==> src/split_join_pkg.sv <==
// ----------------------------
// split/join shared types.
// header length, packet tag, joiner
// states and payload FIFO sizing.
// ----------------------------

package split_join_pkg;

   // ----------------------------
   // packet level types
   // ----------------------------

   // the header length is counted in whole 64-bit beats, not bytes.
   typedef logic [7:0] hdr_len_t;

   // each packet carries a tag that must survive the header processing path.
   typedef logic [7:0] pkt_tag_t;

   // ----------------------------
   // joiner state machine
   // ----------------------------

   // JOIN_IDLE waits for a header, JOIN_HDR forwards header beats,
   // JOIN_PYLD forwards one payload packet and JOIN_BYPASS passes
   // returned packets straight through.
   typedef enum logic [1:0] {
      JOIN_IDLE   = 2'd0,
      JOIN_HDR    = 2'd1,
      JOIN_PYLD   = 2'd2,
      JOIN_BYPASS = 2'd3
   } join_state_t;

   // ----------------------------
   // payload FIFO sizing
   // ----------------------------

   // the depth is a power of two so the pointers wrap on their own.
   localparam int PYLD_FIFO_DEPTH = 64;
   localparam int PYLD_PTR_W      = 6;

endpackage : split_join_pkg
==> src/axis_pkg.sv <==
// ----------------------------
// stream beat definitions.
// width constants and the packed beat
// carried by every stream port.
// ----------------------------

package axis_pkg;

   // the tag type lives with the packet level definitions.
   import split_join_pkg::*;

   // ----------------------------
   // stream widths
   // ----------------------------

   // bytes per beat on every stream in the subsystem.
   localparam int AXIS_DATA_BYTES = 8;

   // data width follows from the byte count.
   localparam int AXIS_DATA_W = AXIS_DATA_BYTES * 8;

   // ----------------------------
   // beat fields
   // ----------------------------

   // beat payload data.
   typedef logic [AXIS_DATA_W-1:0] axis_data_t;

   // one byte-enable bit per data byte.
   typedef logic [AXIS_DATA_BYTES-1:0] axis_keep_t;

   // ----------------------------
   // beat struct
   // ----------------------------

   // one beat of a packet stream.
   // the struct is 81 bits wide, with data in the top bits and last in bit 0.
   // valid and ready travel beside it as separate single-bit signals.
   typedef struct packed {
      axis_data_t data;
      axis_keep_t keep;
      pkt_tag_t   tag;
      logic       last;
   } axis_beat_t;

endpackage : axis_pkg

==> src/hdr_joiner.sv <==
// ----------------------------
// header joiner.
// rejoins each returned header with the
// next payload packet, passes returned
// packets through in bypass and keeps a
// sticky tag mismatch flag.
// ----------------------------

`timescale 1ns/1ps

module hdr_joiner
   import axis_pkg::*;
   import split_join_pkg::*;
(
   input  logic       axi4s_in,
   input  logic       rst,
   input  logic       bypass,
   input  logic       sop_mismatch_clr,

   input  axis_beat_t hdr_in_beat,
   input  logic       hdr_in_valid,
   output logic       hdr_in_ready,

   input  axis_beat_t pyld_in_beat,
   input  logic       pyld_in_valid,
   output logic       pyld_in_ready,

   output axis_beat_t pkt_out_beat,
   output logic       pkt_out_valid,
   input  logic       pkt_out_ready,

   output logic       sop_mismatch
);

   // ----------------------------
   // declarations
   // ----------------------------

   join_state_t state_q;
   pkt_tag_t    tag_q;
   logic        pyld_first_q;
   logic        byp_busy_q;
   logic        mismatch_q;
   axis_beat_t  out_beat_q;
   logic        out_valid_q;
   logic        out_free;
   logic        hdr_fire;
   logic        pyld_fire;
   axis_beat_t  load_beat;
   logic        mismatch_evt;

   // ----------------------------
   // input selection
   // ----------------------------

   // the output register accepts a beat when empty or drained this cycle.
   assign out_free = !out_valid_q || pkt_out_ready;

   // only the input that the state selects sees ready.
   always_comb begin
      hdr_in_ready  = 1'b0;
      pyld_in_ready = 1'b0;
      load_beat     = hdr_in_beat;
      case (state_q)
         JOIN_HDR: begin
            hdr_in_ready   = out_free;
            // the payload carries the packet end, not the header.
            load_beat.last = 1'b0;
         end
         JOIN_PYLD: begin
            pyld_in_ready = out_free;
            load_beat     = pyld_in_beat;
         end
         JOIN_BYPASS: begin
            hdr_in_ready = out_free;
         end
         default: begin
         end
      endcase
   end

   assign hdr_fire  = hdr_in_valid && hdr_in_ready;
   assign pyld_fire = pyld_in_valid && pyld_in_ready;

   // only the first payload beat is checked against the captured header tag.
   assign mismatch_evt = pyld_fire && pyld_first_q && (pyld_in_beat.tag != tag_q);

   // ----------------------------
   // state machine
   // ----------------------------

   always_ff @(posedge axi4s_in) begin
      if (rst) begin
         state_q      <= JOIN_IDLE;
         pyld_first_q <= 1'b0;
         byp_busy_q   <= 1'b0;
      end else begin
         case (state_q)
            JOIN_IDLE: begin
               if (bypass) begin
                  state_q <= JOIN_BYPASS;
               end else if (hdr_in_valid) begin
                  state_q <= JOIN_HDR;
               end
            end
            JOIN_HDR: begin
               if (hdr_fire && hdr_in_beat.last) begin
                  state_q      <= JOIN_PYLD;
                  pyld_first_q <= 1'b1;
               end
            end
            JOIN_PYLD: begin
               if (pyld_fire) begin
                  pyld_first_q <= 1'b0;
                  if (pyld_in_beat.last) begin
                     state_q <= JOIN_IDLE;
                  end
               end
            end
            JOIN_BYPASS: begin
               // leave bypass only on a packet boundary.
               if (hdr_fire) begin
                  byp_busy_q <= !hdr_in_beat.last;
                  if (hdr_in_beat.last && !bypass) begin
                     state_q <= JOIN_IDLE;
                  end
               end else if (!bypass && !byp_busy_q) begin
                  state_q <= JOIN_IDLE;
               end
            end
            default: begin
               state_q <= JOIN_IDLE;
            end
         endcase
      end
   end

   // the header tag is captured while the first header beat waits in JOIN_IDLE.
   always_ff @(posedge axi4s_in) begin
      if (state_q == JOIN_IDLE && hdr_in_valid) begin
         tag_q <= hdr_in_beat.tag;
      end
   end

   // ----------------------------
   // output stage and flag
   // ----------------------------

   always_ff @(posedge axi4s_in) begin
      if (hdr_fire || pyld_fire) begin
         out_beat_q <= load_beat;
      end
   end

   always_ff @(posedge axi4s_in) begin
      if (rst) begin
         out_valid_q <= 1'b0;
         mismatch_q  <= 1'b0;
      end else begin
         if (hdr_fire || pyld_fire) begin
            out_valid_q <= 1'b1;
         end else if (pkt_out_ready) begin
            out_valid_q <= 1'b0;
         end
         // the clear strobe wins over a mismatch in the same cycle.
         if (sop_mismatch_clr) begin
            mismatch_q <= 1'b0;
         end else if (mismatch_evt) begin
            mismatch_q <= 1'b1;
         end
      end
   end

   assign pkt_out_beat  = out_beat_q;
   assign pkt_out_valid = out_valid_q;
   assign sop_mismatch  = mismatch_q;

endmodule : hdr_joiner

==> config.mk <==
export PLATFORM = sky130hd
export DESIGN_NAME = hdr_joiner
export DESIGN_NICKNAME = d
export VERILOG_FILES = /design/src/split_join_pkg.sv /design/src/axis_pkg.sv /design/src/hdr_joiner.sv
export SDC_FILE = /design/constraint.sdc
export NUM_CORES = 1
export LEC_CHECK = 0
export BUFFER_PORTS_ARGS = -buffer_cell sky130_fd_sc_hd__buf_2
export CAP_MARGIN = 20
export CORE_MARGIN = 3
export CORE_UTILIZATION = 46
export DETAILED_ROUTE_END_ITERATION = 12
export PLACE_DENSITY_LB_ADDON = 0.05
export RECOVER_POWER = 100
export SYNTH_ARGS = -nofsm -noshare
export SYNTH_HDL_FRONTEND = slang
export SYNTH_SLANG_ARGS = --single-unit
==> constraint.sdc <==
create_clock -name axi4s_in -period 13.35 [get_ports axi4s_in]
set_input_delay 0.6675 -clock axi4s_in [delete_from_list [all_inputs] [get_ports axi4s_in]]
set_output_delay 0.6675 -clock axi4s_in [all_outputs]
set_load 0.01 [all_outputs]
==> results by group, run 1 <==
Outcome
  – Status: finished with violations
  – Failing checks: max-capacitance violations, max-slew violations

Yosys
  – Sequential-to-total area share from yosys stat: between 60% and 70%
  – Post-synthesis register bit count: 95
  – Ys async rst share: 0%
  – Ranking of synthesized cells by area: edfxtp_1, mux2_2, dfxtp_1
  – Netlist Area Pre-Place: 4130 um^2
  – Synth Flop Type: edfxtp_1
  – Synth Area per Inst: 17.3 um^2
  – Synth Instances: 239
  – Unique cell type count in the Yosys netlist: 30
  – Net count after synthesis: 413
  – Synth area leader: edfxtp_1
  – Area share of the largest cell type after synthesis: 64.8%
  – Post-synth EDFFs: 89
  – Synth warnings: 0

Layout
  – Commonest non-fill, non-tap cell in the layout: buf_2
  – Most frequent cells in the layout: buf_2, clkbuf_1, edfxtp_1
  – Layout cells sized above 1: 50.5%
  – Fin nets: 670
  – Layout area overhead: 34.4%
  – Diodes inserted: 0
  – Fillcell total: roughly 710

Critical path
  – Reg2Reg Setup Slack: 7500 ps
  – Worst EP required: about 13,000 ps
  – Critical Path End Type: flip-flop
  – CP Class: reg2reg
  – Critical-path maximum fanout: 64
  – R2R Path Start: state_q[0]
  – Reg2reg end: pkt_out_beat[27]
  – Worst setup SP type: flip-flop
  – FF-to-FF path depth: 5
  – Critical Path AT: roughly 5800 ps

Detailed routing
  – DR vias: roughly 3.0k
  – DRT antenna net count: 0
  – Drt drc: 0
  – DRT iter0 DRCs: 102
  – First drt pass iteration count: 4
  – WL/cell: approximately 17 um
  – Final WL: 10,300 um
  – Vias per std cell: 4.90

Min path
  – WHS Endpoint: sop_mismatch
  – Hold_sp: sop_mismatch_clr
  – HP Class: in2reg
  – Hold depth: 2

Die
  – Row count: 33
  – DIE AREA: 10,100 um^2
  – Starting Density: 48.8%
  – Boundary Pins: 254
  – Die Y: 101 um
  – Die Wd: between 100 and 150 um
  – Core Area: 8460 um^2

Clock tree
  – Root Buffer: clkbuf_8
  – CTS tree: yes
  – CTS Buf Count: 9
  – Clock Latency Late Sink: 360 ps
  – CTS max path bufs: 2
  – Clock sink count: 95
  – Worst-path clk slew: 90 ps
  – CTS Hold Buffers Added: 0
  – H-tree levels: 3
  – Post_cts resized: 0
  – Post-CTS Setup Bufs: 0

Job
  – MaxCap Viol Count: 2

Global route
  – Pin count of the biggest net entering global routing: 86
  – GRT Total Usage: 19.5%
  – Grt ovf: 0
  – First-pass GRT wire length: 14,900 um
  – Number of global-route vias before repair: 2,938
  – Initial antenna violation count: 0

Timing
  – Clk_skew: 10.9 ps
  – Slew HR: -121%
  – RSZ-0062 raised after global routing: false
  – Final Hold Vio Count: 0
  – Fmax: ~170 MHz
  – Final setup vio count: 0
  – Sum Neg Setup Slack: 0 ps
  – Time the worst path needs with I/O delays and setup: 5850 ps
  – Final number of max-transition violations: roughly 120
  – Slew at the pin closest to its max-slew limit: 3310 ps
  – Fin crit share: 43.8%

Power
  – Peak VDD IR: 96.1 uV
  – Total power per unit cell area: 176 nW/um^2
  – Leakage: 2.16 nW
  – Tot Pwr: 979 uW

Place
  – IO buf count: approximately 250
  – Dpl hpwl: 8020 um
  – Gp weighted congestion: 0.875
## registers in the layout, summed over array words and instances, names as in the netlist
name / cells
byp_busy_q: 1
pkt_out_beat: 81
pkt_out_valid: 1
pyld_first_q: 1
sop_mismatch: 1
state_q: 2
tag_q: 8
## kinds of logic (layout without fill, tap and decap cells)
logic type | count (synthesis) | count (layout) | share of synthesized area, %
buf+inv | 13 | 275 | 1.46
fa+ha+maj | 5 | 5 | 1.52
flops | 95 | 95 | 67.7
simple gates | 21 | 21 | 3.00
mux | 82 | 82 | 22.3
compound gates | 15 | 15 | 2.33
xor+xnor | 8 | 8 | 1.70
## metal layers
layer | GRT usage, % | part of all wire (%) | vias up
met5 | 0 | 0 | -
li1 | - | - | 1432
met4 | 7.05 | 2.3 | 0
met2 | 34.6 | 51 | 175
met1 | 20.3 | 34 | 1342
met3 | 8.79 | 12 | 18
## stage by stage
step	utilization [%]	hold slack (ps)	setup WS (ps)	instance area, um^2	std cells
floorplan	-	482	8370	4130	239
global placement	65.1	506	10130	5510	589
detailed placement	65.1	517	9990	5510	589
CTS	67.1	448	9950	5680	605
global route	65.5	430	6860	5550	606
finish	65.5	462	7500	5550	606
## cell type report
class                   count  area (um^2)  area share, %
multi-input cells         131         1270           23.0
well taps                 105          131           2.37
clock inverters             6         46.3          0.835
clock buffers              10          128           2.30
inverters                   4         15.0          0.271
flip-flops and latches     95         2790           50.4
repair buffers            255         1160           20.9
## where the power goes
group | total, mW | internal [mW] | switching (mW)
clock network | 0.170 | 0.0691 | 0.100
registers | 0.476 | 0.453 | 0.0233
logic | 0.333 | 0.140 | 0.193
## worst max-delay path by stage
stage / start / endpoint / slack (ps) / cells after the start
6_report: state_q[0] / pkt_out_beat[27] / 7500 / 5
5_1_grt: state_q[0] / pkt_out_beat[71] / 6860 / 5
4_1_cts: state_q[0] / pkt_out_beat[50] / 9950 / 5
3_5_place_dp: state_q[0] / pkt_out_beat[25] / 9990 / 5
3_3_place_gp: state_q[0] / pkt_out_beat[20] / 10130 / 5
2_1_floorplan: state_q[0] / pkt_out_beat[0] / 8370 / 6
## worst max-delay path: stages, from the launching register on
cell	delay, ps
dfxtp_1	350
inv_1	110
ha_1	1080
a21oi_1	210
nor2_1	1170
clkbuf_1	2410
## synthesized netlist by cell type (2+ instances only)
| cell type | number |
|---|---|
| inv_1 | 4 |
| nand3_1 | 2 |
| nand2b_1 | 2 |
| xor2_1 | 8 |
| mux2i_1 | 2 |
| a31oi_1 | 2 |
| ha_1 | 5 |
| nand2_1 | 3 |
| nor2_1 | 4 |
| dfxtp_1 | 6 |
| mux2_2 | 80 |
| o21ai_0 | 2 |
| edfxtp_1 | 89 |
| buf_2 | 9 |
| a21oi_1 | 5 |
| nor4_1 | 2 |
No activity file was read; power rests on OpenSTA's default activity.
==> inputs of run 2 (changes only) <==
- CORE_UTILIZATION: 46 -> 43
- clock period: 13.35 -> 6.08 ns (I/O delays scaled with it)
==> results by group, run 2 (synthesis gave the netlist of run 1 again) <==
Clock tree
  – Root Buffer: clkbuf_8
  – CTS tree: yes
  – Post_cts resized: 0 (unchanged)
  – Clock Latency Late Sink: 340 ps (-20 ps)
  – H-tree levels: 3 (unchanged)
  – Worst-path clk slew: 90 ps (about the same)
  – CTS Hold Buffers Added: 0 (unchanged)
  – Post-CTS Setup Bufs: 0 (unchanged)
  – CTS Buf Count: 9 (unchanged)
  – Clock sink count: 95 (unchanged)
  – CTS max path bufs: 2 (unchanged)

Power
  – P_int: 1.49 mW (+130%)
  – Comb pwr share: 33.2% (-0.8 points)
  – Leakage: 2.17 nW (+0.40%)
  – Total power per unit cell area: 386 nW/um^2 (+120%)
  – Sw Pwr: 679 uW (+110%)
  – Tot Pwr: 2.17 mW (+120%)
  – Sequential share of power: 48.0% (-0.7 points)
  – Switching Share: 31.3% (-1.1 points)
  – Peak VDD IR: 190 uV (+97%)
  – Clock network power share: 18.8% (+1.5 points)

Die
  – Core Area: 9280 um^2 (+9.7%)
  – Starting Density: 44.4% (-4.3 points)
  – Boundary Pins: 254 (unchanged)
  – Row count: 35 (+6.1%)
  – Die Y: 104 um (+3.2%)
  – DIE AREA: 10,800 um^2 (+6.5%)
  – Die Wd: 104 um (+3.2%)

Detailed routing
  – Drt drc: 0 (unchanged)
  – Final WL: 9930 um (-3.9%)
  – DR vias: 2,942 (-0.84%)
  – DRT iter0 DRCs: 95 (-6.9%)
  – DRT antenna net count: 0 (unchanged)
  – Vias per std cell: 4.67 (-4.6%)
  – First drt pass iteration count: 4 (unchanged)
  – WL/cell: 15.8 um (-7.6%)

Timing
  – RSZ-0062 raised after global routing: false
  – Clk_skew: 16.5 ps (+5.65 ps)
  – Worst hold slack: 118 ps (-344 ps)
  – Final Hold Vio Count: 0 (unchanged)
  – Time the worst path needs with I/O delays and setup: 4010 ps (-1840 ps)
  – Final number of max-transition violations: 81 (-33%)
  – Slew HR: -55.6% (+65 points)
  – Final setup vio count: 0 (unchanged)
  – Fin crit share: 66.0% (+22 points)
  – Sum Neg Setup Slack: 0 ps (unchanged)
  – Slew at the pin closest to its max-slew limit: 2330 ps (-981 ps)
  – Fmax: 249 MHz (+46%)

Critical path
  – Worst setup SP type: flip-flop
  – Reg2Reg Setup Slack: 2070 ps (-5430 ps)
  – CP Class: reg2reg
  – R2R Path Start: state_q[0]
  – Worst EP required: 5990 ps (-7250 ps)
  – Critical Path AT: 3930 ps (-1820 ps)
  – Critical-path maximum fanout: 85 (+33%)
  – Reg2reg end: pkt_out_beat[56]
  – Critical Path End Type: flip-flop
  – FF-to-FF path depth: 5 (unchanged)

Layout
  – Layout cells sized above 1: 51.1% (+0.60 points)
  – Most frequent cells in the layout: buf_2, clkbuf_1, edfxtp_1
  – Commonest non-fill, non-tap cell in the layout: buf_2
  – Diodes inserted: 0 (unchanged)
  – Fillcell total: 815 (+15%)
  – Fin nets: 670 (unchanged)
  – Layout area overhead: 36.0%
  – Max reg flops: 81 (unchanged)
  – Final non-filler cell total: 630 (+4.0%)

Global route
  – Pin count of the biggest net entering global routing: 86 (unchanged)
  – Initial antenna violation count: 0 (unchanged)
  – GRT Total Usage: 17.6% (-1.9 points)
  – First-pass GRT wire length: 14,800 um (-0.69%)
  – Grt ovf: 0 (unchanged)
  – Number of global-route vias before repair: 2,892 (-1.6%)

Outcome
  – Failing checks: max-capacitance violations, max-slew violations
  – Status: finished with violations

Job
  – MaxCap Viol Count: 2 (unchanged)

Place
  – Dpl hpwl: 7720 um (-3.7%)
  – Placed insts: 613 (+4.1%)
  – Gp weighted congestion: 0.842 (-3.8%)
  – IO buf count: 253 (unchanged)

Min path
  – WHS Endpoint: sop_mismatch
  – Hold depth: 2 (unchanged)
  – Hold_sp: sop_mismatch_clr
  – HP Class: in2reg
[run 2: how the worst max path moves through the flow]
stage | cells after the start | end | start | slack [ps]
4_1_cts | 5 | pkt_out_beat[80] | state_q[0] | 2470
2_1_floorplan | 6 | pkt_out_beat[0] | state_q[0] | 1100
3_5_place_dp | 5 | pkt_out_beat[33] | state_q[0] | 2480
6_report | 5 | pkt_out_beat[56] | state_q[0] | 2070
5_1_grt | 5 | pkt_out_beat[80] | state_q[0] | 1600
3_3_place_gp | 5 | pkt_out_beat[48] | state_q[0] | 2580
[run 2: layout make-up]
type	count	area, um^2	area share, %
clock buffer	11	141	2.52
clock inverter	5	58.8	1.05
inverter	4	15.0	0.267
multi-input combinational	131	1290	22.9
sequential	95	2790	49.8
tap	129	161	2.88
timing repair buffer	255	1160	20.6
[run 2: metal layers]
metal,global-route usage (%),vias up,share of wire [%]
met5,0,-,0
met3,6.77,11,10
met1,19.5,1342,37
met2,31.4,160,52
li1,-,1429,-
met4,5.13,0,1.1
[run 2: power by group through the flow]
stage          Sequential, mW  Clock, mW  Combinational [mW]
6_report                 1.04      0.408               0.721
5_1_grt                  1.06      0.445               0.790
4_1_cts                  1.03      0.421               0.784
3_5_place_dp             1.04          0               0.782
3_3_place_gp             1.04          0               0.775
2_1_floorplan            1.15          0               0.390
[run 2: through the flow]
stage                     util, %  setup slack (ps)  area (um^2)
after global placement       59.6              2580         5540
after detailed placement     59.6              2480         5540
final                        60.5              2070         5610
after CTS                    61.8              2470         5740
after floorplan                 -              1100         4130
after global routing         60.5              1600         5610
[run 2: critical path, stage by stage (launching register included)]
cell and delay [ps]:
dfxtp_1 350, inv_1 150, ha_4 860, a21oi_1 170, nor2_1 310, clkbuf_1 1690
