**src/split_join_pkg.sv**
```systemverilog
// ----------------------------
// split/join shared types.
// header length, packet tag, joiner
// states and payload FIFO sizing.
// ----------------------------

package split_join_pkg;

   // ----------------------------
   // packet level types
   // ----------------------------

   // the header length is counted in whole 64-bit beats, not bytes.
   typedef logic [7:0] hdr_len_t;

   // each packet carries a tag that must survive the header processing path.
   typedef logic [7:0] pkt_tag_t;

   // ----------------------------
   // joiner state machine
   // ----------------------------

   // JOIN_IDLE waits for a header, JOIN_HDR forwards header beats,
   // JOIN_PYLD forwards one payload packet and JOIN_BYPASS passes
   // returned packets straight through.
   typedef enum logic [1:0] {
      JOIN_IDLE   = 2'd0,
      JOIN_HDR    = 2'd1,
      JOIN_PYLD   = 2'd2,
      JOIN_BYPASS = 2'd3
   } join_state_t;

   // ----------------------------
   // payload FIFO sizing
   // ----------------------------

   // the depth is a power of two so the pointers wrap on their own.
   localparam int PYLD_FIFO_DEPTH = 64;
   localparam int PYLD_PTR_W      = 6;

endpackage : split_join_pkg
```
**src/axis_pkg.sv**
```systemverilog
// ----------------------------
// stream beat definitions.
// width constants and the packed beat
// carried by every stream port.
// ----------------------------

package axis_pkg;

   // the tag type lives with the packet level definitions.
   import split_join_pkg::*;

   // ----------------------------
   // stream widths
   // ----------------------------

   // bytes per beat on every stream in the subsystem.
   localparam int AXIS_DATA_BYTES = 8;

   // data width follows from the byte count.
   localparam int AXIS_DATA_W = AXIS_DATA_BYTES * 8;

   // ----------------------------
   // beat fields
   // ----------------------------

   // beat payload data.
   typedef logic [AXIS_DATA_W-1:0] axis_data_t;

   // one byte-enable bit per data byte.
   typedef logic [AXIS_DATA_BYTES-1:0] axis_keep_t;

   // ----------------------------
   // beat struct
   // ----------------------------

   // one beat of a packet stream.
   // the struct is 81 bits wide, with data in the top bits and last in bit 0.
   // valid and ready travel beside it as separate single-bit signals.
   typedef struct packed {
      axis_data_t data;
      axis_keep_t keep;
      pkt_tag_t   tag;
      logic       last;
   } axis_beat_t;

endpackage : axis_pkg

```
**src/hdr_splitter.sv**
```systemverilog
// ----------------------------
// header splitter.
// sends the first hdr_length beats of each
// packet to the header port and the rest
// to the payload port, or the whole packet
// to the header port when bypassed.
// ----------------------------

`timescale 1ns/1ps

module hdr_splitter
   import axis_pkg::*;
   import split_join_pkg::*;
(
   input  logic       axi4s_in,
   input  logic       rst,
   input  hdr_len_t   hdr_length,

   input  axis_beat_t pkt_in_beat,
   input  logic       pkt_in_valid,
   output logic       pkt_in_ready,

   output axis_beat_t hdr_out_beat,
   output logic       hdr_out_valid,
   input  logic       hdr_out_ready,

   output axis_beat_t pyld_out_beat,
   output logic       pyld_out_valid,
   input  logic       pyld_out_ready,

   output logic       bypass
);

   // ----------------------------
   // declarations
   // ----------------------------

   hdr_len_t   hdr_len_q;
   logic       bypass_q;
   hdr_len_t   beat_cnt_q;
   axis_beat_t out_beat_q;
   logic       out_valid_q;
   logic       out_to_hdr_q;
   logic       out_ready;
   logic       in_fire;
   logic       is_hdr;
   logic       hdr_last;

   // ----------------------------
   // routing decision
   // ----------------------------

   // the single output register drains into whichever port it is aimed at.
   assign out_ready = out_to_hdr_q ? hdr_out_ready : pyld_out_ready;

   // accept a new beat when the register is empty or is emptied this cycle.
   assign pkt_in_ready = !out_valid_q || out_ready;
   assign in_fire      = pkt_in_valid && pkt_in_ready;

   // beats below the registered length belong to the header.
   // in bypass every beat is a header beat.
   assign is_hdr = bypass_q || (beat_cnt_q < hdr_len_q);

   // the final header beat gets a last flag of its own.
   assign hdr_last = (beat_cnt_q == hdr_len_t'(hdr_len_q - 8'd1));

   // ----------------------------
   // control state
   // ----------------------------

   always_ff @(posedge axi4s_in) begin
      if (rst) begin
         hdr_len_q    <= '0;
         bypass_q     <= 1'b1;
         beat_cnt_q   <= '0;
         out_valid_q  <= 1'b0;
         out_to_hdr_q <= 1'b0;
      end else begin
         // hdr_length only moves between packets, so sampling it every cycle is safe.
         hdr_len_q <= hdr_length;
         bypass_q  <= (hdr_length == '0);

         if (in_fire) begin
            out_valid_q  <= 1'b1;
            out_to_hdr_q <= is_hdr;
            // the counter restarts at each packet end and stops at hdr_len_q.
            if (pkt_in_beat.last) begin
               beat_cnt_q <= '0;
            end else if (!bypass_q && is_hdr) begin
               beat_cnt_q <= beat_cnt_q + 8'd1;
            end
         end else if (out_ready) begin
            out_valid_q <= 1'b0;
         end
      end
   end

   // the beat itself is held without reset.
   always_ff @(posedge axi4s_in) begin
      if (in_fire) begin
         out_beat_q <= pkt_in_beat;
         // a split header ends on its own last beat.
         if (!bypass_q && is_hdr) begin
            out_beat_q.last <= hdr_last;
         end
      end
   end

   // ----------------------------
   // outputs
   // ----------------------------

   assign hdr_out_beat   = out_beat_q;
   assign hdr_out_valid  = out_valid_q && out_to_hdr_q;
   assign pyld_out_beat  = out_beat_q;
   assign pyld_out_valid = out_valid_q && !out_to_hdr_q;

   // the joiner and the payload FIFO follow this registered bit.
   assign bypass = bypass_q;

endmodule : hdr_splitter

```
**config.mk**
```make
export PLATFORM = sky130hd
export DESIGN_NAME = hdr_splitter
export DESIGN_NICKNAME = d
export VERILOG_FILES = /design/src/split_join_pkg.sv /design/src/axis_pkg.sv /design/src/hdr_splitter.sv
export SDC_FILE = /design/constraint.sdc
export NUM_CORES = 1
export LEC_CHECK = 0
export ABC_AREA = 0
export BUFFER_PORTS_ARGS = -buffer_cell sky130_fd_sc_hd__buf_2
export CELL_PAD_IN_SITES_DETAIL_PLACEMENT = 0
export CELL_PAD_IN_SITES_GLOBAL_PLACEMENT = 2
export CORE_MARGIN = 1
export CORE_UTILIZATION = 26
export DETAILED_ROUTE_END_ITERATION = 10
export PLACE_DENSITY_LB_ADDON = 0.05
export SYNTH_ARGS = -nofsm -noshare
export SYNTH_HDL_FRONTEND = slang
export SYNTH_SLANG_ARGS = --single-unit
```
**constraint.sdc**
```tcl
create_clock -name axi4s_in -period 3.7 [get_ports axi4s_in]
set_input_delay 0.74 -clock axi4s_in [delete_from_list [all_inputs] [get_ports axi4s_in]]
set_output_delay 0.74 -clock axi4s_in [all_outputs]
set_load 0.005 [all_outputs]
```
==> impl_metrics.yaml, run 1 <==
synthesis:
  synthesis.instances: 302
  seq_area_frac_synth: 0.6651
  yosys_register_bits: 100
  synth-warning-count: 0
  synth_ff_type: "sky130_fd_sc_hd__edfxtp_1"
  synth_cell_type_count: 39
  async_reset_ff_frac: 0
  synthTopCellsByArea: "sky130_fd_sc_hd__edfxtp_1 (58%), sky130_fd_sc_hd__buf_4 (14%), sky130_fd_sc_hd__dfxtp_1 (9.0%)"
  synth_fp_nets: 406
  post_synth.cell_area_avg_um2: 14.00
  synth_common_cells: "sky130_fd_sc_hd__buf_4 (81), sky130_fd_sc_hd__edfxtp_1 (81), sky130_fd_sc_hd__dfxtp_1 (19), sky130_fd_sc_hd__nand2_1 (13), sky130_fd_sc_hd__a21oi_1 (12)"
  post-synth-top-area-cell: "sky130_fd_sc_hd__edfxtp_1"
  number_of_synthesized_flops_with_an_enable_pin: 81
  synth_area_um2: 4229
  synth_top_area_share: 0.5751
grt:
  global_route_wire_length_before_repair_um: 14100
  antenna_violations_before_repair: 0
  grt_remaining_overflow: 0
  global_route.usage.total: 0.1177
  first_global_vias: 2495
  grt_max_degree: 45
worst_setup_path:
  worst_r2r_startpoint: "beat_cnt_q[1]"
  worst_path_dominant_cell_family: "compound AO/OA/AOI/OAI gates"
  timing.critical_path.slowest_cell_delay_ps: 530
  worstPathCellList: "ha_1, nor2b_1, o211ai_1, a211o_1, a22oi_2, or4_1, a21oi_1"
  crit_buf_inv: 0
  setup.worst_path.end_class: "flop"
  worstPathMaxFanout: 11
  r2r_slack_ps: 1540
  critical_path_class: "reg -> reg"
  r2r-end: "beat_cnt_q[5]"
  cpMaxStageDelayCell: "sky130_fd_sc_hd__or4_1"
  crit_path_start_kind: "flop"
  cell_depth_of_the_worst_flop_to_flop_path: 7
  crit_path_required_time_ps: 3970
  critPathArrivalTime_ps: 2430
clock_tree:
  clockBufferDepth: 2
  clock_latency_ps: 340
  cts.sinks: 100
  post-cts-setup-buffers: 0
  clkTransAtPathRegs_ps: 70
  hold_buf_cts: 0
  cts_resized: 0
  cts_inserted_buffers: 9
  cts_root_buffer: "sky130_fd_sc_hd__clkbuf_16"
  htreeDepth: 3
  tritoncts: "done"
sta:
  rsz0062_at_grt: "false"
  slew_violations: 0
  hold_violations: 0
  max-slew-margin-rel: 0.6291
  fmaxAchievable_ghz: 0.4635
  post-route-worst-setup-slack_ps: 1542
  hold_slack_ps: 510.5
  final.setup_skew_ps: 5.841
  final_min_period_over_clock_period: 0.5832
  final_critical_period_ps: 2158
  timing.setup.tns_ps: 0
  timing.final.setup_violations: 0
  tightest_slew_ps: 556.4
routing:
  drt-met1-wl_um: 3736
  wl_per_cell_um: 14.67
  antenna_left: 0
  first_iter_violations: 138
  totalWireLength_um: 10450
  routed_via_density: 3.973
  detailedRoute.firstPassIterationCount: 4
  drc_errors: 0
  total_met3_wirelength_after_detailed_routing_um: 840
  met2_wirelength_um: 5734
  top_signal_layer_used: "met4"
  dr_total_vias: 2829
placed_design:
  dp_slack_ps: 1163
  routabilityCongestion: 0.7183
  placed_instances: 696
  detailed_place_hpwl_um: 8400
  number_of_buffer_cells_added_on_primary_ports: 259
floorplan:
  boundaryPins: 260
  design.die.area_um2: 16780
  initial_utilization: 0.2662
  floorplan.die.height_um: 129.5
  die_width_um: 129.5
  design.core.area_um2: 15890
  placement_rows: 46
min_path:
  worst_hold_path.num_cells: 2
  worstHoldEndpoint: "beat_cnt_q[7]"
  worstHoldStart: "beat_cnt_q[7]"
  min-delay-path-class: "reg -> reg"
cells_and_area:
  finalNetCount: 595
  synthToLayoutAreaGrowth_pct: 29.65
  insertedDiodeCount: 0
  final_layout_size_suffix_gt1_frac: 0.5645
  fin_util: 0.3451
  layout.cells.non_filler: 712
job:
  max_cap_viol_count: 0
outcome:
  outcome: "complete, no violations"
power_and_ir_drop:
  power.density_cell_area_nw_per_um2: 460.3
  p_leak_nw: 2.403
  power.ir.vdd_worst_uv: 254.6
[stage by stage]
stage                     instance area [um2]  power [mW]
after floorplan                          4229       1.508
after global placement                   5189       1.621
after detailed placement                 5189       1.619
after CTS                                5483       2.573
after global routing                     5483       2.647
final                                    5483       2.524
[layer usage]
metal | GRT usage | up-vias
met5 | 0 | -
li1 | - | 1373
met3 | 0.04005 | 9
met4 | 0.04309 | 0
met1 | 0.1191 | 1321
met2 | 0.2226 | 126
[cells by family (layout without fill, tap and decap cells)]
logic type	after synthesis	after routing	share of synthesized area
flops	100	100	0.6651
buf+inv	93	287	0.1562
simple gates	55	55	0.07367
compound gates	31	31	0.04793
xor+xnor	11	11	0.02278
fa+ha+maj	10	10	0.02959
mux	2	2	0.004734
[state kept, by name, summed over array words and instances (netlist names)]
register and flops:
beat_cnt_q 8, bypass 1, hdr_len_q 8, hdr_out_beat 81, out_to_hdr_q 1, out_valid_q 1
[power breakdown]
group / internal (mW) / total (mW) / switching [mW]
logic: 0.131 / 0.258 / 0.127
registers: 1.29 / 1.33 / 0.0347
clock network: 0.531 / 0.938 / 0.406
[worst reg2reg max path, delay by kind of cell (launching register included)]
family                   cells  cell delay (ps)
AO/OA/AOI/OAI                4              720
AND/OR/NAND/NOR              2              660
flip-flops                   1              440
adder cells (fa/ha/maj)      1              270
[cells in the final DEF (no fill, tap or decap), drive strengths merged, types with 5 or more instances in the layout]
cell type and n:
dfxtp 19, nand2 13, nor2b 10, nor3 5, nor2 6, buf 261
xnor2 7, edfxtp 81, inv 10, clkbuf 12, ha 10, a21oi 12
o21ai 7
[cell type report]
type                            instances  area [um2]
Fill cell                            1658       10400
Sequential cell                       100        2813
Timing Repair Buffer                  261        1311
Multi-Input combinational cell        109       755.7
Tap cell                              216       270.3
Clock buffer                           12       236.5
Clock inverter                          4       57.56
Inverter                               10       38.79
[how the worst max path moves through the flow]
| stage | start | to | cells past startpoint |
|---|---|---|---|
| after floorplan | hdr_out_ready | beat_cnt_q[7] | 7 |
| after global placement | hdr_out_ready | beat_cnt_q[7] | 7 |
| after detailed placement | hdr_out_ready | beat_cnt_q[7] | 7 |
| after CTS | beat_cnt_q[1] | beat_cnt_q[5] | 7 |
| after global routing | out_to_hdr_q | beat_cnt_q[7] | 6 |
| final | beat_cnt_q[1] | beat_cnt_q[5] | 7 |
Note: power is estimated with default switching activity, not from simulation.
==> run 2, diff against run 1 <==
Settings changed: ABC_AREA 0 to 1, CORE_UTILIZATION 26 to 25.
Clock period 3.7 ns to 2.1 ns, I/O delays scaled along.
==> run 2 against run 1 <==
Compared with the run above:
- register-to-register slack worse by 1300 ps
- synthesized cell count is 22% higher
- design area is 4.7% higher
- critical endpoint is now beat_cnt_q[7]
- largest cell class unchanged
==> impl_metrics.yaml, run 2 <==
worst_setup_path:
  cell_depth_of_the_worst_flop_to_flop_path: 10
  crit_path_required_time_ps: 2330
  crit_path_frequent_cell: "sky130_fd_sc_hd__nand2_1"
  worstPathCellList: "inv_1, ha_1, a21oi_1, nand2_1, nand2_1, nand3_1, nand2_1, nand2_1, nand2_1, a21oi_2"
  crit_cells: 10
  crit_path_start_kind: "flop"
  setup.worst_path.end_class: "flop"
  cpMaxStageDelayCell: "sky130_fd_sc_hd__dfxtp_1"
  timing.critical_path.slowest_cell_delay_ps: 400
  r2r_slack_ps: 200
  worst_path_dominant_cell_family: "simple AND/OR/NAND/NOR gates"
  worstPathMaxFanout: 6
  critical_path_class: "reg -> reg"
  crit_buf_inv: 1
  critPathArrivalTime_ps: 2130
routing:
  first_iter_violations: 118
  antenna_left: 0
  dr_total_vias: 3109
  totalWireLength_um: 11480
  drc_errors: 0
  wl_per_cell_um: 14.52
  routed_via_density: 3.930
  detailedRoute.firstPassIterationCount: 4
cells_and_area:
  insertedDiodeCount: 0
  mostFrequentLayoutCell: "sky130_fd_sc_hd__buf_2"
  finalNetCount: 666
  final_cell_mix: "sky130_fd_sc_hd__buf_2 (259), sky130_fd_sc_hd__edfxtp_1 (81), sky130_fd_sc_hd__nand2_1 (48)"
  fill_count: 1836
  final-seq-area_um2: 2813
  final_layout_size_suffix_gt1_frac: 0.5212
  synthToLayoutAreaGrowth_pct: 31.08
  largest_register_ffs: 81
  total_area_of_multi_input_combinational_cells_um2: 784.5
power_and_ir_drop:
  p_clk_frac: 0.400
  power.share.combinational: 0.105
  internal-power_mw: 3.686
  power.density_cell_area_nw_per_um2: 825.1
  power.share.switching: 0.2219
  p_switching_mw: 1.051
  p_leak_nw: 2.685
  fin_total_pwr_mw: 4.738
  seq_power_share: 0.495
  power.ir.vdd_worst_uv: 349.9
synthesis:
  synth-warning-count: 0
  synth_common_cells: "sky130_fd_sc_hd__buf_4 (82), sky130_fd_sc_hd__edfxtp_1 (81), sky130_fd_sc_hd__nand2_1 (48), sky130_fd_sc_hd__inv_1 (36), sky130_fd_sc_hd__nor2_1 (28)"
  number_of_synthesized_flops_with_an_enable_pin: 81
  synthTopCellsByArea: "sky130_fd_sc_hd__edfxtp_1 (56%), sky130_fd_sc_hd__buf_4 (14%), sky130_fd_sc_hd__dfxtp_1 (8.7%)"
  synth_top_area_share: 0.5553
  post-synth-top-area-cell: "sky130_fd_sc_hd__edfxtp_1"
  synth_ff_type: "sky130_fd_sc_hd__edfxtp_1"
  synthesis.instances: 367
  yosys_register_bits: 100
  post_synth.cell_area_avg_um2: 11.94
  synth_area_um2: 4380
  synth_cell_type_count: 27
  yosys.cell_count.top_type: "sky130_fd_sc_hd__buf_4"
  synth_fp_nets: 471
  async_reset_ff_frac: 0
  seq_area_frac_synth: 0.6421
grt:
  antenna_violations_before_repair: 0
  grt_remaining_overflow: 0
  first_global_vias: 2921
  global_route_wire_length_before_repair_um: 16550
  grt_max_degree: 61
  global_route.usage.total: 0.1259
sta:
  max-slew-margin-rel: 0.7711
  final_min_period_over_clock_period: 0.9030
  tightest_slew_ps: 343.4
  rsz0062_at_grt: "false"
  hold_slack_ps: 244.4
  timing.final.setup_violations: 0
  final_critical_period_ps: 1896
  final.setup_skew_ps: 4.434
  hold_violations: 0
  fmaxAchievable_ghz: 0.5273
  slew_violations: 0
  timing.setup.tns_ps: 0
clock_tree:
  clockBufferDepth: 2
  clkTransAtPathRegs_ps: 70
  htreeDepth: 3
  clock_latency_ps: 340
  tritoncts: "done"
  cts_inserted_buffers: 9
  hold_buf_cts: 0
  cts_root_buffer: "sky130_fd_sc_hd__clkbuf_16"
  cts.sinks: 100
  post-cts-setup-buffers: 0
  cts_resized: 0
floorplan:
  design.core.area_um2: 17180
  placement_rows: 48
  boundaryPins: 260
  floorplan.die.height_um: 134.4
  design.die.area_um2: 18060
  initial_utilization: 0.2550
  die_width_um: 134.4
placed_design:
  detailed_place_hpwl_um: 9180
  routabilityCongestion: 0.7162
  number_of_buffer_cells_added_on_primary_ports: 259
outcome:
  outcome: "complete, no violations"
min_path:
  min-delay-path-class: "in -> reg"
  worst_hold_path.num_cells: 1
job:
  max_cap_viol_count: 0
-- run 2: cell count changes after synthesis, sizes merged, moves of 4 or more --
cell / previous run / this run
nor2b: 10 / 0
nor2: 6 / 33
xnor2: 7 / 3
nor4: 4 / 0
nand2: 13 / 50
nand3: 2 / 20
nor3: 5 / 0
inv: 10 / 36
-- run 2: power groups by stage --
stage	logic, mW	clock network (mW)	registers, mW
floorplan	0.292	0	2.40
global placement	0.514	0	2.39
detailed placement	0.509	0	2.39
CTS	0.511	1.97	2.35
global route	0.566	2.03	2.36
finish	0.499	1.89	2.34
-- run 2: cell families after synthesis --
kind of cell,share of synthesized area
compound gates,0.02714
xor+xnor,0.01400
fa+ha+maj,0.02856
buf+inv,0.1799
flops,0.6421
simple gates,0.1083
-- run 2: final timing paths --
check,from,endpoint
max,hdr_len_q[3],beat_cnt_q[7]
min reg2reg,bypass,out_to_hdr_q
max reg2reg,hdr_len_q[3],beat_cnt_q[7]
min,pkt_in_beat[80],hdr_out_beat[80]
-- run 2: layout make-up --
cell class	count	area share
clock inverters	6	0.01939
inverters	36	0.02353
well taps	225	0.04903
flip-flops and latches	100	0.4899
repair buffers	270	0.2423
multi-input cells	145	0.1366
clock buffers	9	0.03922
-- run 2: layer usage --
metal  wire length (um)  global-route usage  vias to the layer above
met1               4443              0.1330                     1461
li1                   -                   -                     1520
met4                192             0.05431                        0
met3                657             0.02986                       12
met2               6190              0.2366                      116
met5                  0                   0                        -
-- run 2: per-stage QoR --
step	cell area (um2)	std cells	util	setup WS, ps
after detailed placement	5405	776	0.3147	188.7
final	5742	791	0.3343	203.7
after global placement	5405	776	0.3147	257.9
after CTS	5742	791	0.3343	169.5
after global routing	5742	791	0.3343	23.16
after floorplan	4380	367	-	450.4
==> run 3, diff against run 2 <==
Settings changed: ABC_CLOCK_PERIOD_IN_PS set to 2100, CELL_PAD_IN_SITES_DETAIL_PLACEMENT 0 to unset, CELL_PAD_IN_SITES_GLOBAL_PLACEMENT 2 to unset, CORE_UTILIZATION 25 to 44, RECOVER_POWER set to 25.
==> run 3 against run 2 <==
Compared with the run above:
- register-to-register slack better by 80 ps
- flip-flop and latch count is the same
- cell count shrank 12%
- via count is 2.3% lower
- sequential share of layout area increased by 2.3 points
- non-clock buffer count down 3
- die area decreased by 43%
- critical path type unchanged
==> impl_metrics.yaml, run 3 (synthesized netlist as in run 2, its figures left out) <==
routing:
  wl_per_cell_um: 14.10
  first_iter_violations: 75
  dr_total_vias: 3038
  routed_via_density: 4.359
  antenna_left: 0
  detailedRoute.firstPassIterationCount: 4
  drc_errors: 0
  totalWireLength_um: 9826
worst_setup_path:
  critical_path_class: "reg -> reg"
  worstPathMaxFanout: 7
  crit_path_start_kind: "flop"
  cell_depth_of_the_worst_flop_to_flop_path: 10
  setup.worst_path.end_class: "flop"
  cpMaxStageDelayCell: "sky130_fd_sc_hd__dfxtp_1"
  critPathArrivalTime_ps: 2110
  timing.critical_path.slowest_cell_delay_ps: 400
  worstPathCellList: "inv_1, ha_1, a21oi_1, nand2_1, nand2_1, nand3_1, nand2_2, buf_4, nand3_1, a21oi_1"
  crit_path_required_time_ps: 2400
sta:
  slew_violations: 0
  tightest_slew_ps: 355.1
  rsz0062_at_grt: "false"
  timing.setup.tns_ps: 0
  final.setup_skew_ps: 5.653
  timing.final.setup_violations: 0
  max-slew-margin-rel: 0.7633
  final_min_period_over_clock_period: 0.8658
  hold_slack_ps: 223.5
  hold_violations: 0
  final_critical_period_ps: 1818
  post-route-worst-setup-slack_ps: 281.8
  fmaxAchievable_ghz: 0.5500
floorplan:
  design.core.area_um2: 9729
  floorplan.die.height_um: 101.8
  boundaryPins: 260
  placement_rows: 36
  die_width_um: 101.8
  initial_utilization: 0.4502
  design.die.area_um2: 10360
clock_tree:
  cts_inserted_buffers: 9
  clockBufferDepth: 2
  clkTransAtPathRegs_ps: 90
  clock_latency_ps: 360
  tritoncts: "done"
  cts_root_buffer: "sky130_fd_sc_hd__clkbuf_8"
  htreeDepth: 3
  cts.sinks: 100
cells_and_area:
  mostFrequentLayoutCell: "sky130_fd_sc_hd__buf_2"
  final_cell_mix: "sky130_fd_sc_hd__buf_2 (259), sky130_fd_sc_hd__edfxtp_1 (81), sky130_fd_sc_hd__nand2_1 (47)"
  synthToLayoutAreaGrowth_pct: 25.22
  finalNetCount: 663
  largest_register_ffs: 81
  final_layout_size_suffix_gt1_frac: 0.5230
  insertedDiodeCount: 0
grt:
  grt_max_degree: 69
  antenna_violations_before_repair: 0
  grt_remaining_overflow: 0
  first_global_vias: 2703
  global_route_wire_length_before_repair_um: 13790
  global_route.usage.total: 0.1839
placed_design:
  number_of_buffer_cells_added_on_primary_ports: 259
  routabilityCongestion: 0.8480
  detailed_place_hpwl_um: 7748
  dp_slack_ps: 262.3
min_path:
  worst_hold_path.num_cells: 1
  min-delay-path-class: "in -> reg"
power_and_ir_drop:
  p_leak_nw: 2.616
  power.density_cell_area_nw_per_um2: 756.8
  power.ir.vdd_worst_uv: 402.7
job:
  max_cap_viol_count: 0
outcome:
  outcome: "complete, no violations"
==> run 3: routing by layer <==
layer | global-route usage | wire length (um) | part of all wire
met5 | 0 | 0 | 0
met4 | 0.08361 | 165 | 0.017
met3 | 0.05038 | 680 | 0.069
met2 | 0.3285 | 5220 | 0.53
met1 | 0.2033 | 3761 | 0.38
==> run 3: worst paths after layout <==
path,slack [ps],startpoint,end
setup / recovery,280,hdr_len_q[3],beat_cnt_q[3]
hold / removal,220,pkt_in_beat[67],hdr_out_beat[67]
setup reg to reg,280,hdr_len_q[3],beat_cnt_q[3]
hold reg to reg,530,bypass,out_to_hdr_q
==> run 3: through the flow <==
step	util	power, mW	instances	area [um2]
2_1_floorplan	-	2.690	367	4380
6_report	0.5638	4.151	697	5485
3_3_place_gp	0.5414	2.878	681	5268
4_1_cts	0.5635	4.201	697	5483
3_5_place_dp	0.5414	2.886	681	5268
5_1_grt	0.5638	4.348	697	5485
==> run 3: report_power, final <==
group	leakage (nW)	internal, mW	switching, mW	total, mW
combinational	1.57	0.238	0.255	0.493
sequential	0.939	2.28	0.0598	2.34
clock	0.109	0.666	0.651	1.32
==> run 3: area by class of cell <==
class	instances	area, um2
tap	133	166.4
clock inverter	7	91.34
sequential	100	2813
inverter	36	135.1
multi-input combinational	145	787.0
clock buffer	9	123.9
fill	879	4244
timing repair buffer	267	1369
==> run 3: worst max-delay path: cells and delay by family, from the launching register on <==
family	cells	cell delay, ps
and+or+nand+nor	5	470
adders and majority gates	1	320
DFF	1	400
AOI/OAI and AO/OA	2	310
buffers and inverters	2	260
==> run 3: repair_timing <==
item	in CTS	in global routing
resized for setup	0	1
setup endpoints to repair	0	3
endpoints found under the hold margin	0	0
hold buffers	0	0
buffers inserted	0	0
